<file path="src/design/bk_cfg.svh">
// BK peripheral configuration
`ifndef BK_CFG_SVH
`define BK_CFG_SVH

//////////////////////////////////////////////////
// Clock enable dividers
//////////////////////////////////////////////////
// Terminal count of the CPU divider on a BK0011M
`define BK_CPU_DIV_BASE 23
`define BK_CPU_DIV_BK0010_ADD 8
// Negative phase position within the CPU period
`define BK_CPU_NEG_BASE 12
`define BK_CPU_NEG_BK0010_ADD 4
`define BK_PSG_DIV 56

// Register addresses, octal as on the real machine
`define BK_SYSREG_ADDR 16'o177716
`define BK_PORT_ADDR 16'o177714

// Mouse motion thresholds
`define BK_MOUSE_POS_TH 3
`define BK_MOUSE_NEG_TH 2

`define BK_DAC_BITS 10
`define BK_DATA_W 16

`endif

</file>
<file path="src/design/bk_bus_pkg.sv">
// APB register bus types
`default_nettype none

`include "bk_cfg.svh"

package bk_bus_pkg;

	//////////////////////////////////////////////////
	// Bus data
	//////////////////////////////////////////////////
	typedef logic [`BK_DATA_W-1:0] bk_word_t;

	// One strobe per byte lane
	typedef logic [`BK_DATA_W/8-1:0] bk_strb_t;

	// Register hit by the current address
	typedef enum logic [1:0] {
		REG_NONE,
		REG_SYSREG,
		REG_PORT
	} bk_reg_e;

	// Transfer phase as seen by the slave
	typedef enum logic [1:0] {
		IDLE,
		SETUP,
		ACCESS
	} bk_apb_phase_e;

endpackage

`default_nettype wire

</file>
<file path="src/design/bk_audio_pkg.sv">
// Sound path types
`default_nettype none

`include "bk_cfg.svh"

package bk_audio_pkg;

	//////////////////////////////////////////////////
	// Samples and levels
	//////////////////////////////////////////////////

	// Unsigned DAC sample
	typedef logic [`BK_DAC_BITS-1:0] bk_sample_t;

	// Speaker bits 6, 5 and 2 of the system register
	typedef logic [2:0] bk_spk_t;

	// One PSG channel level
	typedef logic [7:0] bk_psg_ch_t;

endpackage

`default_nettype wire

</file>
<file path="src/design/bk_clock_enables.sv">
// CPU and PSG clock enables
`timescale 1ns/1ps
`default_nettype none

`include "bk_cfg.svh"

module bk_clock_enables (
	input  wire logic clk_sys,
	input  wire logic arst_n_i,
	input  wire logic turbo_i,
	input  wire logic bk0010_i,
	output logic      ce_cpu_p_o,
	output logic      ce_cpu_n_o,
	output logic      ce_psg_o
);

	logic [4:0] cpu_div_q;
	logic [5:0] psg_div_q;
	logic       turbo_q;
	logic [4:0] cpu_last;
	logic [4:0] cpu_neg;

	// Turbo halves both the period and the negative phase position
	assign cpu_last = 5'((`BK_CPU_DIV_BASE + (bk0010_i ? `BK_CPU_DIV_BK0010_ADD : 0)) >> turbo_q);
	assign cpu_neg  = 5'((`BK_CPU_NEG_BASE + (bk0010_i ? `BK_CPU_NEG_BK0010_ADD : 0)) >> turbo_q);

	always_ff @(posedge clk_sys or negedge arst_n_i) begin
		if (!arst_n_i) begin
			cpu_div_q  <= '0;
			psg_div_q  <= '0;
			turbo_q    <= 1'b0;
			ce_cpu_p_o <= 1'b0;
			ce_cpu_n_o <= 1'b0;
			ce_psg_o   <= 1'b0;
		end else begin
			if (cpu_div_q == cpu_last) begin
				cpu_div_q <= '0;
				// New speed only at a period boundary
				turbo_q   <= turbo_i;
			end else begin
				cpu_div_q <= cpu_div_q + 5'd1;
			end
			ce_cpu_p_o <= (cpu_div_q == 5'd0);
			ce_cpu_n_o <= (cpu_div_q == cpu_neg);

			if (psg_div_q == 6'(`BK_PSG_DIV - 1))
				psg_div_q <= '0;
			else
				psg_div_q <= psg_div_q + 6'd1;
			ce_psg_o <= (psg_div_q == 6'd0);
		end
	end

	// Both CPU phases in one cycle would clock the core twice
	ce_phase_excl: assert property (@(posedge clk_sys) disable iff (!arst_n_i)
		!(ce_cpu_p_o && ce_cpu_n_o))
		else $error("ce_cpu_p_o and ce_cpu_n_o high together");

endmodule

`default_nettype wire

</file>
<file path="src/design/bk_sysreg_apb.sv">
// System register and parallel port
`timescale 1ns/1ps
`default_nettype none

`include "bk_cfg.svh"

module bk_sysreg_apb
	import bk_bus_pkg::*;
	import bk_audio_pkg::*;
(
	input  wire logic     clk_sys,
	input  wire logic     arst_n_i,
	input  wire bk_word_t paddr_i,
	input  wire logic     psel_i,
	input  wire logic     penable_i,
	input  wire logic     pwrite_i,
	input  wire bk_word_t pwdata_i,
	input  wire bk_strb_t pstrb_i,
	output bk_word_t      prdata_o,
	output logic          pready_o,
	output logic          pslverr_o,
	input  wire logic     key_down_i,
	input  wire logic     key_stop_i,
	input  wire logic     bk0010_i,
	input  wire logic [6:0] mouse_state_i,
	input  wire logic     mouse_sel_i,
	input  wire logic [7:0] joystick_i,
	output bk_spk_t       spk_o,
	output logic          mouse_cfg_we_o,
	output logic          mouse_en_o,
	output logic          stop_irq_o
);

	bk_reg_e       reg_sel;
	bk_apb_phase_e apb_phase;
	bk_apb_phase_e phase_q;
	logic          sys_wr;
	logic          port_wr;
	logic          stop_block_q;

	//////////////////////////////////////////////////
	// Decode
	//////////////////////////////////////////////////
	always_comb begin
		if (paddr_i == `BK_SYSREG_ADDR)
			reg_sel = REG_SYSREG;
		else if (paddr_i == `BK_PORT_ADDR)
			reg_sel = REG_PORT;
		else
			reg_sel = REG_NONE;
	end

	always_comb begin
		if (!psel_i)
			apb_phase = IDLE;
		else if (!penable_i)
			apb_phase = SETUP;
		else
			apb_phase = ACCESS;
	end

	// No wait states
	assign pready_o  = 1'b1;
	assign pslverr_o = (apb_phase == ACCESS) && (reg_sel == REG_NONE);

	assign sys_wr  = (apb_phase == ACCESS) && pwrite_i && (reg_sel == REG_SYSREG);
	assign port_wr = (apb_phase == ACCESS) && pwrite_i && (reg_sel == REG_PORT) && pstrb_i[0];

	//////////////////////////////////////////////////
	// Register writes
	//////////////////////////////////////////////////
	always_ff @(posedge clk_sys or negedge arst_n_i) begin
		if (!arst_n_i) begin
			phase_q        <= IDLE;
			stop_block_q   <= 1'b0;
			spk_o          <= '0;
			mouse_en_o     <= 1'b0;
			mouse_cfg_we_o <= 1'b0;
		end else begin
			phase_q <= apb_phase;
			// Bit 11 set in the high byte means the write is not for us
			if (sys_wr && pstrb_i[1] && !pwdata_i[11])
				stop_block_q <= pwdata_i[12];
			if (sys_wr && pstrb_i[0] && (!pstrb_i[1] || !pwdata_i[11]))
				spk_o <= {pwdata_i[6], pwdata_i[5], pwdata_i[2] & !bk0010_i};
			if (port_wr)
				mouse_en_o <= pwdata_i[3];
			mouse_cfg_we_o <= port_wr;
		end
	end

	//////////////////////////////////////////////////
	// Read mux
	//////////////////////////////////////////////////
	always_comb begin
		prdata_o = '0;
		case (reg_sel)
			REG_SYSREG: begin
				prdata_o[12] = stop_block_q;
				prdata_o[7]  = 1'b1;
				prdata_o[6]  = ~key_down_i;
			end
			REG_PORT: begin
				if (mouse_sel_i)
					prdata_o[6:0] = mouse_state_i;
				else
					prdata_o[7:0] = joystick_i;
			end
			default: prdata_o = '0;
		endcase
	end

	assign stop_irq_o = key_stop_i & ~stop_block_q;

	// Access cycle must follow a setup cycle
	apb_enable_after_setup: assert property (@(posedge clk_sys) disable iff (!arst_n_i)
		penable_i |-> (phase_q == SETUP))
		else $error("penable without a preceding setup cycle");

	apb_err_in_access: assert property (@(posedge clk_sys) disable iff (!arst_n_i)
		pslverr_o |-> (phase_q == SETUP) && (apb_phase == ACCESS))
		else $error("pslverr outside the access phase");

endmodule

`default_nettype wire

</file>
<file path="src/design/bk_mouse_tracker.sv">
// Mouse direction tracker
`timescale 1ns/1ps
`default_nettype none

`include "bk_cfg.svh"

module bk_mouse_tracker (
	input  wire logic       clk_sys,
	input  wire logic       arst_n_i,
	input  wire logic       mouse_ready_i,
	input  wire logic [7:0] mouse_counter_i,
	input  wire logic [8:0] mouse_dx_i,
	input  wire logic [8:0] mouse_dy_i,
	input  wire logic       mouse_left_i,
	input  wire logic       mouse_right_i,
	input  wire logic [7:0] joystick_i,
	input  wire logic       mouse_cfg_we_i,
	input  wire logic       mouse_en_i,
	output logic [6:0]      mouse_state_o,
	output logic            mouse_sel_o
);

	logic [7:0] old_counter_q;
	logic [1:0] btn_q;
	logic [3:0] dir_q;
	logic       new_sample;

	assign new_sample    = mouse_ready_i && (mouse_counter_i != old_counter_q);
	// Bit 4 is unused on the port
	assign mouse_state_o = {btn_q, 1'b0, dir_q};

	always_ff @(posedge clk_sys or negedge arst_n_i) begin
		if (!arst_n_i) begin
			old_counter_q <= '0;
			btn_q         <= '0;
			dir_q         <= '0;
			mouse_sel_o   <= 1'b0;
		end else begin
			btn_q <= {mouse_right_i, mouse_left_i};
			if (mouse_ready_i)
				old_counter_q <= mouse_counter_i;

			if (mouse_cfg_we_i && !mouse_en_i) begin
				dir_q <= '0;
			end else if (mouse_en_i && new_sample) begin
				// Vertical axis, bits 0 and 2
				if (!dir_q[0] && !dir_q[2]) begin
					if (!mouse_dy_i[8] && (mouse_dy_i > 9'(`BK_MOUSE_POS_TH)))
						dir_q[0] <= 1'b1;
					if (mouse_dy_i[8] && (~mouse_dy_i > 9'(`BK_MOUSE_NEG_TH)))
						dir_q[2] <= 1'b1;
				end
				// Horizontal axis, bits 1 and 3
				if (!dir_q[1] && !dir_q[3]) begin
					if (!mouse_dx_i[8] && (mouse_dx_i > 9'(`BK_MOUSE_POS_TH)))
						dir_q[1] <= 1'b1;
					if (mouse_dx_i[8] && (~mouse_dx_i > 9'(`BK_MOUSE_NEG_TH)))
						dir_q[3] <= 1'b1;
				end
			end

			// Joystick activity hands the port back unless mouse data arrives at once
			if (|joystick_i)
				mouse_sel_o <= 1'b0;
			if (mouse_ready_i)
				mouse_sel_o <= 1'b1;
		end
	end

endmodule

`default_nettype wire

</file>
<file path="src/design/bk_audio_mixer.sv">
// Left and right audio mixer
`timescale 1ns/1ps
`default_nettype none

module bk_audio_mixer
	import bk_audio_pkg::*;
(
	input  wire logic       clk_sys,
	input  wire logic       arst_n_i,
	input  wire bk_psg_ch_t psg_a_i,
	input  wire bk_psg_ch_t psg_b_i,
	input  wire bk_psg_ch_t psg_c_i,
	input  wire logic [5:0] psg_active_i,
	input  wire bk_spk_t    spk_i,
	output bk_sample_t      sample_l_o,
	output bk_sample_t      sample_r_o
);

	bk_sample_t mix_l;
	bk_sample_t mix_r;
	bk_sample_t spk_part;

	//////////////////////////////////////////////////
	// Mix
	//////////////////////////////////////////////////
	always_comb begin
		if (|psg_active_i) begin
			// Speaker scaled by 32 under the PSG
			spk_part = {2'b00, spk_i, 5'b00000};
			mix_l    = {1'b0, psg_a_i, 1'b0} + {2'b00, psg_b_i} + spk_part;
			mix_r    = {1'b0, psg_c_i, 1'b0} + {2'b00, psg_b_i} + spk_part;
		end else begin
			// Speaker alone gets the full range
			spk_part = {spk_i, 7'b0000000};
			mix_l    = spk_part;
			mix_r    = spk_part;
		end
	end

	always_ff @(posedge clk_sys or negedge arst_n_i) begin
		if (!arst_n_i) begin
			sample_l_o <= '0;
			sample_r_o <= '0;
		end else begin
			sample_l_o <= mix_l;
			sample_r_o <= mix_r;
		end
	end

endmodule

`default_nettype wire

</file>
<file path="src/design/bk_sigma_delta_dac.sv">
// First-order sigma-delta DAC
`timescale 1ns/1ps
`default_nettype none

`include "bk_cfg.svh"

module bk_sigma_delta_dac
	import bk_audio_pkg::*;
(
	input  wire logic       clk_sys,
	input  wire logic       arst_n_i,
	input  wire bk_sample_t sample_i,
	output logic            dac_o
);

	// One extra bit holds the carry of the last addition
	logic [`BK_DAC_BITS:0] acc_q;

	always_ff @(posedge clk_sys or negedge arst_n_i) begin
		if (!arst_n_i)
			acc_q <= '0;
		else
			acc_q <= {1'b0, acc_q[`BK_DAC_BITS-1:0]} + {1'b0, sample_i};
	end

	// Carry density tracks sample / 2^BK_DAC_BITS
	assign dac_o = acc_q[`BK_DAC_BITS];

endmodule

`default_nettype wire

</file>
<file path="src/design/bk_periph_top.sv">
// BK0011M peripheral top
`timescale 1ns/1ps
`default_nettype none

module bk_periph_top
	import bk_bus_pkg::*;
	import bk_audio_pkg::*;
(
	input  wire logic       clk_sys,
	input  wire logic       arst_n_i,
	input  wire bk_word_t   paddr_i,
	input  wire logic       psel_i,
	input  wire logic       penable_i,
	input  wire logic       pwrite_i,
	input  wire bk_word_t   pwdata_i,
	input  wire bk_strb_t   pstrb_i,
	output bk_word_t        prdata_o,
	output logic            pready_o,
	output logic            pslverr_o,
	input  wire bk_psg_ch_t psg_a_i,
	input  wire bk_psg_ch_t psg_b_i,
	input  wire bk_psg_ch_t psg_c_i,
	input  wire logic [5:0] psg_active_i,
	input  wire logic       mouse_ready_i,
	input  wire logic [7:0] mouse_counter_i,
	input  wire logic [8:0] mouse_dx_i,
	input  wire logic [8:0] mouse_dy_i,
	input  wire logic       mouse_left_i,
	input  wire logic       mouse_right_i,
	input  wire logic [7:0] joystick_i,
	input  wire logic       key_down_i,
	input  wire logic       key_stop_i,
	input  wire logic       turbo_i,
	input  wire logic       bk0010_i,
	output logic            ce_cpu_p_o,
	output logic            ce_cpu_n_o,
	output logic            ce_psg_o,
	output logic            stop_irq_o,
	output logic            audio_l_o,
	output logic            audio_r_o
);

	bk_spk_t    spk;
	logic       mouse_cfg_we;
	logic       mouse_en;
	logic [6:0] mouse_state;
	logic       mouse_sel;
	bk_sample_t sample_l;
	bk_sample_t sample_r;

	//////////////////////////////////////////////////
	// Clocking and registers
	//////////////////////////////////////////////////
	bk_clock_enables u_clk_en (
		.clk_sys(clk_sys), .arst_n_i(arst_n_i), .turbo_i(turbo_i), .bk0010_i(bk0010_i),
		.ce_cpu_p_o(ce_cpu_p_o), .ce_cpu_n_o(ce_cpu_n_o), .ce_psg_o(ce_psg_o)
	);

	bk_sysreg_apb u_sysreg (
		.clk_sys(clk_sys), .arst_n_i(arst_n_i), .paddr_i(paddr_i), .psel_i(psel_i),
		.penable_i(penable_i), .pwrite_i(pwrite_i), .pwdata_i(pwdata_i), .pstrb_i(pstrb_i),
		.prdata_o(prdata_o), .pready_o(pready_o), .pslverr_o(pslverr_o),
		.key_down_i(key_down_i), .key_stop_i(key_stop_i), .bk0010_i(bk0010_i),
		.mouse_state_i(mouse_state), .mouse_sel_i(mouse_sel), .joystick_i(joystick_i),
		.spk_o(spk), .mouse_cfg_we_o(mouse_cfg_we), .mouse_en_o(mouse_en),
		.stop_irq_o(stop_irq_o)
	);

	bk_mouse_tracker u_mouse (
		.clk_sys(clk_sys), .arst_n_i(arst_n_i), .mouse_ready_i(mouse_ready_i),
		.mouse_counter_i(mouse_counter_i), .mouse_dx_i(mouse_dx_i), .mouse_dy_i(mouse_dy_i),
		.mouse_left_i(mouse_left_i), .mouse_right_i(mouse_right_i), .joystick_i(joystick_i),
		.mouse_cfg_we_i(mouse_cfg_we), .mouse_en_i(mouse_en),
		.mouse_state_o(mouse_state), .mouse_sel_o(mouse_sel)
	);

	//////////////////////////////////////////////////
	// Sound path
	//////////////////////////////////////////////////
	bk_audio_mixer u_mixer (
		.clk_sys(clk_sys), .arst_n_i(arst_n_i), .psg_a_i(psg_a_i), .psg_b_i(psg_b_i),
		.psg_c_i(psg_c_i), .psg_active_i(psg_active_i), .spk_i(spk),
		.sample_l_o(sample_l), .sample_r_o(sample_r)
	);

	bk_sigma_delta_dac u_dac_l (
		.clk_sys(clk_sys), .arst_n_i(arst_n_i), .sample_i(sample_l), .dac_o(audio_l_o)
	);

	bk_sigma_delta_dac u_dac_r (
		.clk_sys(clk_sys), .arst_n_i(arst_n_i), .sample_i(sample_r), .dac_o(audio_r_o)
	);

endmodule

`default_nettype wire

</file>
<file path="config.mk">
export PLATFORM = sky130hd
export DESIGN_NAME = bk_periph_top
export DESIGN_NICKNAME = d
export VERILOG_FILES = /design/src/design/bk_bus_pkg.sv /design/src/design/bk_audio_pkg.sv /design/src/design/bk_clock_enables.sv /design/src/design/bk_sysreg_apb.sv /design/src/design/bk_mouse_tracker.sv /design/src/design/bk_audio_mixer.sv /design/src/design/bk_sigma_delta_dac.sv /design/src/design/bk_periph_top.sv
export VERILOG_INCLUDE_DIRS = /design/src /design/src/design
export SDC_FILE = /design/constraint.sdc
export NUM_CORES = 1
export LEC_CHECK = 0
export BUFFER_PORTS_ARGS = -buffer_cell sky130_fd_sc_hd__buf_2
export CAP_MARGIN = 20
export CORE_AREA = 3 3 98 100
export CTS_BUF_LIST = sky130_fd_sc_hd__clkbuf_16
export DETAILED_ROUTE_END_ITERATION = 6
export DIE_AREA = 0 0 101 103
export PLACE_DENSITY = 0.94
export REMOVE_ABC_BUFFERS = 1
export SYNTH_ARGS = -nofsm -noshare
export SYNTH_HDL_FRONTEND = slang
export SYNTH_HIERARCHICAL = 1
export SYNTH_SLANG_ARGS = --single-unit
</file>
<file path="constraint.sdc">
create_clock -name clk_sys -period 3.3 [get_ports clk_sys]
set_input_delay 0.66 -clock clk_sys [delete_from_list [all_inputs] [get_ports clk_sys]]
set_output_delay 0.66 -clock clk_sys [all_outputs]
set_load 0.1 [all_outputs]
</file>
==> flow_summary.json, run 1 <==
{
  "status": "completed",
  "gp_congestion": 0.924,
  "synth-simple-area-share": 0.172,
  "cp_max_fo": 10,
  "drv_slew": 0,
  "p_sw_w": 0.00150,
  "fin_hold_ws_ps": 436,
  "drt-pass1-iter-count": 5,
  "cts_resized": 0,
  "power.density_mw_per_mm2": 692,
  "placed_area_mm2": 0.00569,
  "drive_gt1_frac": 0.283,
  "seq_power_share": 0.312,
  "yosys_register_bits": 77,
  "clkPwrFrac": 0.266,
  "drt-vias-per-instance": 5.77,
  "hpwl_mm": 8.90,
  "synth_most_common_cell": "dfrtp_1",
  "yosys.area.top_type": "dfrtp_1",
  "ios": 134,
  "postSynthAreaPerCell_um2": 10.6,
  "dr.max_layer_used": "met4",
  "route.met2.wl_mm": 6.08,
  "wl_met3_um": 852,
  "drt-met1-wl_mm": 4.40,
  "rsz0062_at_grt": "no",
  "cts_hold_buffers": 0,
  "portBuffers": 115,
  "crit_required_ps": 2640,
  "hold_class": "primary input to flip-flop",
  "clk_latency_ps": 330,
  "die_y_um": 103,
  "tns_ps": 0,
  "min_period_over_period": 0.798,
  "drt_iter0_markers": 176,
  "overflow": 0,
  "utilization": 0.688,
  "grt_pass1_vias": 4262,
  "netlist_top_cells_count": "dfrtp_1 (77), ha_1 (50), inv_1 (35)",
  "post-cts-setup-buffers": 0,
  "die_area_mm2": 0.0104,
  "fill_cells": 639,
  "rows": 34,
  "clk_pin_slew_worst_paths_ps": 60,
  "clkSinkCount": 77,
  "synthAdderAreaFrac": 0.162,
  "netlist.area_leader.share": 0.379,
  "core_mm2": 0.00876,
  "hold_violations": 0,
  "arrival_ps": 1970,
  "routed_wl_mm": 11.6,
  "internal_power_w": 0.00268,
  "fin_crit_ps": 2630,
  "netlist_area_mm2": 0.00509,
  "leakage_nw": 2.98,
  "synth_top_family_by_area": "simple AND/OR/NAND/NOR gates",
  "fin_area_mm2": 0.00603,
  "pwr-share-comb": 0.422,
  "clock_path_buffers": 2,
  "detail_route.wl_per_cell_um": 16.4,
  "synth_edf_count": 0,
  "cts-root-buf": "clkbuf_16",
  "seq_area_frac_synth": 0.379,
  "irDropWorstVdd_v": 0.000381,
  "end_kind": "output port",
  "maxCapViolCount": 0,
  "synth_flop_cell": "dfrtp_1",
  "switching_share": 0.359,
  "h-tree-depth": 3,
  "synth_xor_area_frac": 0.0516,
  "yosys.cell_types.count": 64,
  "slew_headroom": 0.368,
  "nets": 763,
  "start_util": 0.581,
  "num_vias": 4075,
  "synth_compound_area_frac": 0.133,
  "synthMuxAreaShare": 0.0470,
  "synth_warnings": 6,
  "die_w_um": 101,
  "criticalPathCategory": "primary input to output port",
  "cts_tree": "built",
  "cts_buffers": 9,
  "ant_nets": 0,
  "fmax_mhz": 380,
  "ys_async_sr_fraction": 1.00,
  "finClkSkew_ps": 4.58,
  "setup_viol": 0,
  "grt_pass1_wl_mm": 18.7,
  "antennaDiodeCount": 0,
  "area_growth_pct": 18.4,
  "route.detailed.drc": 0,
  "synth.area.top_cells": "dfrtp_1 (38%), ha_1 (12%), xnor2_1 (4.1%)",
  "antenna_found_initial": 0,
  "syn_inst": 480,
  "grt_usage": 0.228,
  "worstMarginPinSlew_ps": 948,
  "grt_start_max_net_pins": 78,
  "cp-start-kind": "primary input"
}
-- worst max-delay path: stages --
cell,delay [ps]
buf_2,100
and4bb_2,360
nand4_4,200
o21ai_0,200
buf_2,450
-- power groups by stage --
stage	Clock (W)	Combinational, W	Sequential, W
2_1_floorplan	0	0.00126	0.00135
3_3_place_gp	0	0.00158	0.00130
3_5_place_dp	0	0.00170	0.00131
4_1_cts	0.00113	0.00175	0.00130
5_1_grt	0.00118	0.00195	0.00132
6_report	0.00111	0.00176	0.00130
-- routing by layer --
metal / up-vias / global-route usage
met2: 193 / 0.450
met4: 0 / 0.0982
li1: 1934 / -
met3: 30 / 0.0433
met1: 1918 / 0.233
met5: - / 0
-- cell type report --
cell class	count	area, µm²	share of cell area
tap	108	135	0.0224
clock buffer	9	225	0.0374
sequential	77	1930	0.320
clock inverter	7	115	0.0191
multi-input combinational	355	2920	0.484
timing repair buffer	115	578	0.0959
inverter	35	131	0.0218
-- state kept, by name, summed over array words and instances, names as in the netlist --
name,flops
u_clk_en/ce_cpu_p_o,1
u_clk_en/turbo_q,1
u_mixer/sample_r_o,10
u_clk_en/ce_cpu_n_o,1
u_clk_en/cpu_div_q,5
u_mouse/old_counter_q,8
u_clk_en/ce_psg_o,1
u_clk_en/psg_div_q,6
u_sysreg/spk_o,3
u_mixer/sample_l_o,9
u_sysreg/mouse_en_o,1
u_sysreg/stop_block_q,1
u_dac_r/acc_q,11
u_mouse/btn_q,2
u_mouse/mouse_sel_o,1
u_dac_l/acc_q,11
u_sysreg/mouse_cfg_we_o,1
u_mouse/dir_q,4
-- through the flow --
step                power, W  setup slack [ps]  cells
floorplan            0.00261              -688    467
global placement     0.00288               638    690
detailed placement   0.00301               614    690
CTS                  0.00419               665    706
global route         0.00445               611    706
finish               0.00417               667    706
-- cells by family (layout without fill, tap and decap cells) --
| logic type | count (synthesis) | count (layout) |
|---|---|---|
| flip-flops | 77 | 77 |
| adder cells (fa/ha/maj) | 60 | 60 |
| AO/OA/AOI/OAI | 96 | 96 |
| other | 3 | 9 |
| buffers and inverters | 54 | 166 |
| multiplexers | 22 | 22 |
| AND/OR/NAND/NOR | 138 | 138 |
| XOR/XNOR | 30 | 30 |
-- path summary, 6_finish.rpt --
kind,from,to,slack (ps),cells after the start
setup / recovery,paddr_i[4],prdata_o[7],670,5
hold / removal,mouse_left_i,u_mouse/btn_q[0],440,1
setup reg to reg,u_sysreg/spk_o[0],u_mixer/sample_r_o[8],970,8
hold reg to reg,u_dac_l/acc_q[0],u_dac_l/acc_q[0],470,1
max in group asynchronous,arst_n_i,u_mouse/btn_q[1],2210,1
min in group asynchronous,arst_n_i,u_mouse/btn_q[0],470,1
-- placed cells by master (no fill, tap or decap), types with 9 or more instances in the layout --
cell and n:
fa_1 10, nand2_1 15, a21o_1 10, dfrtp_1 77, conb_1 9, a21oi_1 15, buf_2 114, mux2_2 13
o21ai_0 18, a211oi_1 10, ha_1 50, and2_1 10, clkbuf_16 9, nand2b_1 11, nor3_1 13, xnor2_1 24
inv_1 36, nor2_1 23
(Power assumes the default switching activity.)
==> run 2, diff against run 1 <==
Settings changed: CORE_AREA 3 3 98 100 to 3 3 102 104, DIE_AREA 0 0 101 103 to 0 0 105 107, PLACE_DENSITY 0.94 to 0.88.
Clock period 3.3 ns to 2.8 ns, I/O delays scaled along.
==> run 2 against run 1 <==
  * Total power increased by 12%
  * Count of clock-buffer cells in the layout unchanged
  * Die area increased by 8.0%
  * Global-route usage decreased by 2.5 points
  * Clock skew increased by 4.1 ps
  * Combinational power increased by 15%
  * Non-clock buffer count increased by 1
  * Critical endpoint unchanged
  * Highest routed layer unchanged
==> flow_summary.json, run 2 (same netlist as run 1, synthesis figures left out) <==
{
  "reg_top3": "u_dac_l/acc_q (11), u_dac_r/acc_q (11), u_mixer/sample_r_o (10)",
  "drt-vias-per-instance": 5.48,
  "detail_route.wl_per_cell_um": 15.1,
  "hpwl_mm": 8.64,
  "die_y_um": 107,
  "cts_hold_buffers": 0,
  "drt-pass1-iter-count": 4,
  "internal_power_w": 0.00296,
  "fin_total_pwr_w": 0.00466,
  "mostFrequentLayoutCells": "buf_2 (114), dfrtp_1 (77), ha_1 (50)",
  "arrival_ps": 1920,
  "criticalPathCategory": "primary input to output port",
  "setup_viol": 0,
  "antennaDiodeCount": 0,
  "layout_setup_ws_ps": 318,
  "route.detailed.drc": 0,
  "hold_class": "primary input to flip-flop",
  "ios": 134,
  "switching_share": 0.364,
  "startpoint": "paddr_i[4]",
  "nets": 764,
  "finClkSkew_ps": 8.70,
  "drv_slew": 0,
  "fmax_mhz": 403,
  "fill_cells": 803,
  "hold_violations": 0,
  "cp-start-kind": "primary input",
  "overflow": 0,
  "end_kind": "output port",
  "clk_pin_slew_worst_paths_ps": 50,
  "antenna_found_initial": 0,
  "crit_chain": "buf_2, and4bb_2, nand4_4, o21ai_0, buf_2",
  "reg2reg_depth": 8,
  "p_sw_w": 0.00170,
  "core_mm2": 0.00964,
  "start_util": 0.528,
  "grt_start_max_net_pins": 78,
  "leakage_nw": 2.96,
  "die_w_um": 105,
  "maxCapViolCount": 0,
  "multiInputGateArea_mm2": 0.00292,
  "ant_nets": 0,
  "worstMarginPinSlew_ps": 959,
  "slew_headroom": 0.360,
  "cp_max_fo": 10,
  "drive_gt1_frac": 0.284,
  "clk_latency_ps": 320,
  "max_stage_delay_ps": 450,
  "register_area_mm2": 0.00193,
  "pwr-share-comb": 0.433,
  "r2r_start": "u_sysreg/spk_o[0]",
  "fin_crit_ps": 2480,
  "grt_usage": 0.203,
  "cts-root-buf": "clkbuf_16",
  "post-cts-setup-buffers": 0,
  "cts_tree": "built",
  "cts_buffers": 9,
  "num_vias": 4013,
  "grt_pass1_vias": 4153,
  "crit_required_ps": 2240,
  "path_common_cell": "buf_2",
  "irDropWorstVdd_v": 0.000484,
  "place_worst_setup_slack_ps": 218,
  "critPathSlowestCell": "buf_2",
  "cts_resized": 0,
  "utilization": 0.623,
  "grt_pass1_wl_mm": 18.6,
  "seq_power_share": 0.329,
  "r2r_slack_ps": 510,
  "min_period_over_period": 0.887,
  "portBuffers": 115,
  "drt_iter0_markers": 266,
  "r2r_end": "u_mixer/sample_r_o[8]",
  "die_area_mm2": 0.0112,
  "power.density_mw_per_mm2": 775,
  "routed_wl_mm": 11.0,
  "gp_congestion": 0.886,
  "rows": 36,
  "clkSinkCount": 77,
  "rsz0062_at_grt": "no",
  "area_growth_pct": 18.1,
  "final_common_cell": "buf_2",
  "crit_end": "prdata_o[7]",
  "clock_path_buffers": 2,
  "tns_ps": 0,
  "h-tree-depth": 3,
  "status": "completed",
  "clkPwrFrac": 0.238
}
==> run 2: cell types whose count changed in the layout (fill, tap and decap cells not counted) <==
cell       delta
clkinv_2      +4
clkinv_4      -2
bufinv_16     -2
buf_4         +1
==> run 2: final cells by class <==
class                      count  area share
multi-input combinational    355       0.485
sequential                    77       0.321
clock buffer                   9      0.0375
tap                          133      0.0277
inverter                      35      0.0219
timing repair buffer         116      0.0974
clock inverter                 7     0.00958
==> run 2: routing by layer <==
metal,routed length (µm),GRT usage,part of all wire,vias to the layer above
met5,0,0,0,-
met4,226,0.0900,0.020,0
met3,562,0.0385,0.051,18
met2,5520,0.357,0.50,138
met1,4730,0.242,0.43,1919
li1,-,-,-,1938
==> run 2: power by group through the flow <==
stage          Combinational (W)  Sequential [W]  Clock [W]
2_1_floorplan            0.00149         0.00159          0
3_3_place_gp             0.00187         0.00153          0
3_5_place_dp             0.00200         0.00155          0
4_1_cts                  0.00201         0.00153    0.00114
5_1_grt                  0.00225         0.00156    0.00118
6_report                 0.00202         0.00153    0.00111
==> run 2: worst max-delay path: cells and delay by family <==
kind / cells / cell delay [ps]
AND/OR/NAND/NOR: 2 / 580
AO/OA/AOI/OAI: 1 / 220
buffers and inverters: 2 / 560
==> run 2: through the flow <==
step	std cells	hold slack, ps	cell area [µm²]
2_1_floorplan	467	264	4970
3_3_place_gp	716	453	5730
3_5_place_dp	716	461	5730
4_1_cts	732	335	6010
5_1_grt	732	337	6010
6_report	732	349	6010
==> run 2: worst min-delay path by stage <==
stage,start,endpoint,cells after the start
6_report,mouse_left_i,u_mouse/btn_q[0],1
2_1_floorplan,arst_n_i,u_clk_en/ce_cpu_n_o,0
3_5_place_dp,u_dac_l/acc_q[0],u_dac_l/acc_q[0],1
5_1_grt,mouse_right_i,u_mouse/btn_q[1],1
3_3_place_gp,u_dac_r/acc_q[0],u_dac_r/acc_q[0],1
4_1_cts,mouse_left_i,u_mouse/btn_q[0],1
==> run 3, diff against run 2 <==
--- a/config.mk
+++ b/config.mk
@@ -13,5 +13,6 @@
 export DETAILED_ROUTE_END_ITERATION = 6
 export DIE_AREA = 0 0 105 107
-export PLACE_DENSITY = 0.88
+export GPL_ROUTABILITY_DRIVEN = 0
+export PLACE_DENSITY = 0.78
 export REMOVE_ABC_BUFFERS = 1
 export SYNTH_ARGS = -nofsm -noshare
==> constraint.sdc (replaced) <==
create_clock -name clk_sys -period 2.8 [get_ports clk_sys]
set_input_delay 0.56 -clock clk_sys [delete_from_list [all_inputs] [get_ports clk_sys]]
set_output_delay 0.56 -clock clk_sys [all_outputs]
set_load 0.01 [all_outputs]
==> run 3 against run 2 <==
  * First-iteration DRC count down 5.6%
  * Maximum frequency grew 8.7%
  * Die area is the same
  * Total power fell by 0.55%
  * Critical path depth up 3
==> flow_summary.json, run 3 (same netlist as run 1, synthesis figures left out) <==
{
  "cts-root-buf": "clkbuf_16",
  "hold_class": "primary input to async pin",
  "die_w_um": 105,
  "utilization": 0.629,
  "drv_slew": 0,
  "cts_hold_buffers": 0,
  "grt_pass1_vias": 4107,
  "irDropWorstVdd_v": 0.000408,
  "drt_iter0_markers": 251,
  "nets": 766,
  "hold_violations": 0,
  "core_mm2": 0.00964,
  "clk_latency_ps": 340,
  "cts_tree": "built",
  "crit_required_ps": 3070,
  "seq_power_share": 0.329,
  "internal_power_w": 0.00307,
  "cp-start-kind": "flip-flop",
  "antennaDiodeCount": 0,
  "grt_pass1_wl_mm": 18.4,
  "finClkSkew_ps": 8.27,
  "rows": 36,
  "drt-pass1-iter-count": 4,
  "clkPwrFrac": 0.269,
  "post-cts-setup-buffers": 0,
  "arrival_ps": 2550,
  "mostFrequentLayoutCells": "buf_2 (114), dfrtp_1 (77), ha_1 (50)",
  "p_sw_w": 0.00156,
  "drt-vias-per-instance": 5.39,
  "switching_share": 0.338,
  "reg_top3": "u_dac_l/acc_q (11), u_dac_r/acc_q (11), u_mixer/sample_r_o (10)",
  "grt_usage": 0.201,
  "overflow": 0,
  "start_util": 0.528,
  "fin_area_mm2": 0.00607,
  "leakage_nw": 2.98,
  "fill_cells": 817,
  "rsz0062_at_grt": "no",
  "clkSinkCount": 77,
  "fin_total_pwr_w": 0.00463,
  "routed_wl_mm": 10.6,
  "h-tree-depth": 3,
  "portBuffers": 115,
  "worstMarginPinSlew_ps": 518,
  "antenna_found_initial": 0,
  "grt_start_max_net_pins": 42,
  "cp_max_fo": 4,
  "cts_resized": 0,
  "cts_buffers": 9,
  "die_area_mm2": 0.0112,
  "fin_crit_ps": 2280,
  "clk_pin_slew_worst_paths_ps": 60,
  "maxCapViolCount": 0,
  "status": "completed",
  "ios": 134,
  "tns_ps": 0,
  "power.density_mw_per_mm2": 764,
  "fmax_mhz": 438,
  "die_y_um": 107,
  "clock_path_buffers": 2,
  "hpwl_mm": 8.51,
  "ant_nets": 0,
  "num_vias": 3956,
  "drive_gt1_frac": 0.288,
  "min_period_over_period": 0.816,
  "setup_viol": 0,
  "area_growth_pct": 19.2,
  "slew_headroom": 0.655,
  "route.detailed.drc": 0,
  "final_common_cell": "buf_2",
  "pwr-share-comb": 0.402,
  "end_kind": "flip-flop",
  "placed_area_mm2": 0.00574,
  "criticalPathCategory": "flip-flop to flip-flop",
  "detail_route.wl_per_cell_um": 14.5
}
[run 3: changes by cell type in the layout (fill, tap and decap cells not counted)]
cell        previous run  this run
bufinv_16              1         2
inv_8                  0         1
clkinv_4               0         1
inv_1                 36        35
buf_4                  2         4
clkinvlp_4             0         2
clkinv_2               4         0
[run 3: final cells by class]
type                       instances  area, µm²  area share
clock buffer                       9        225      0.0371
clock inverter                     7       98.8      0.0163
inverter                          35        131      0.0217
multi-input combinational        355       2920       0.481
sequential                        77       1930       0.318
tap                              133        166      0.0274
timing repair buffer             118        601      0.0990
[run 3: stage by stage]
| stage | hold slack, ps | setup slack, ps | std cells |
|---|---|---|---|
| after global routing | 235 | 381 | 734 |
| after CTS | 216 | 503 | 734 |
| after detailed placement | 460 | 220 | 718 |
| after floorplan | 264 | 426 | 467 |
| final | 199 | 516 | 734 |
| after global placement | 454 | 251 | 718 |
[run 3: metal layers]
layer,global-route usage,vias up,share of wire,wire length (µm)
li1,-,1941,-,-
met1,0.240,1863,0.43,4520
met2,0.346,134,0.49,5150
met3,0.0560,18,0.069,734
met4,0.0722,0,0.020,209
met5,0,-,0,0
[run 3: power groups by stage]
stage	clock (W)	combinational (W)	sequential, W
6_report	0.00125	0.00186	0.00153
5_1_grt	0.00132	0.00211	0.00156
4_1_cts	0.00127	0.00187	0.00153
3_5_place_dp	0	0.00185	0.00154
3_3_place_gp	0	0.00175	0.00153
2_1_floorplan	0	0.00144	0.00151
[run 3: final timing paths]
path | startpoint | end | slack [ps] | cells after the start
max | u_sysreg/spk_o[0] | u_mixer/sample_r_o[8] | 520 | 8
min | arst_n_i | u_sysreg/stop_block_q | 200 | 1
max reg2reg | u_sysreg/spk_o[0] | u_mixer/sample_r_o[8] | 520 | 8
min reg2reg | u_dac_r/acc_q[0] | u_dac_r/acc_q[0] | 470 | 1
max in group asynchronous | arst_n_i | u_sysreg/spk_o[2] | 1960 | 2
min in group clk_sys | mouse_right_i | u_mouse/btn_q[1] | 340 | 1
[run 3: critical path, stage by stage, from the launching register on]
cell	delay, ps
dfrtp_1	380
inv_1	90
fa_1	490
inv_1	50
ha_1	330
o21a_1	190
o31a_1	120
or4_1	470
nand3_1	90
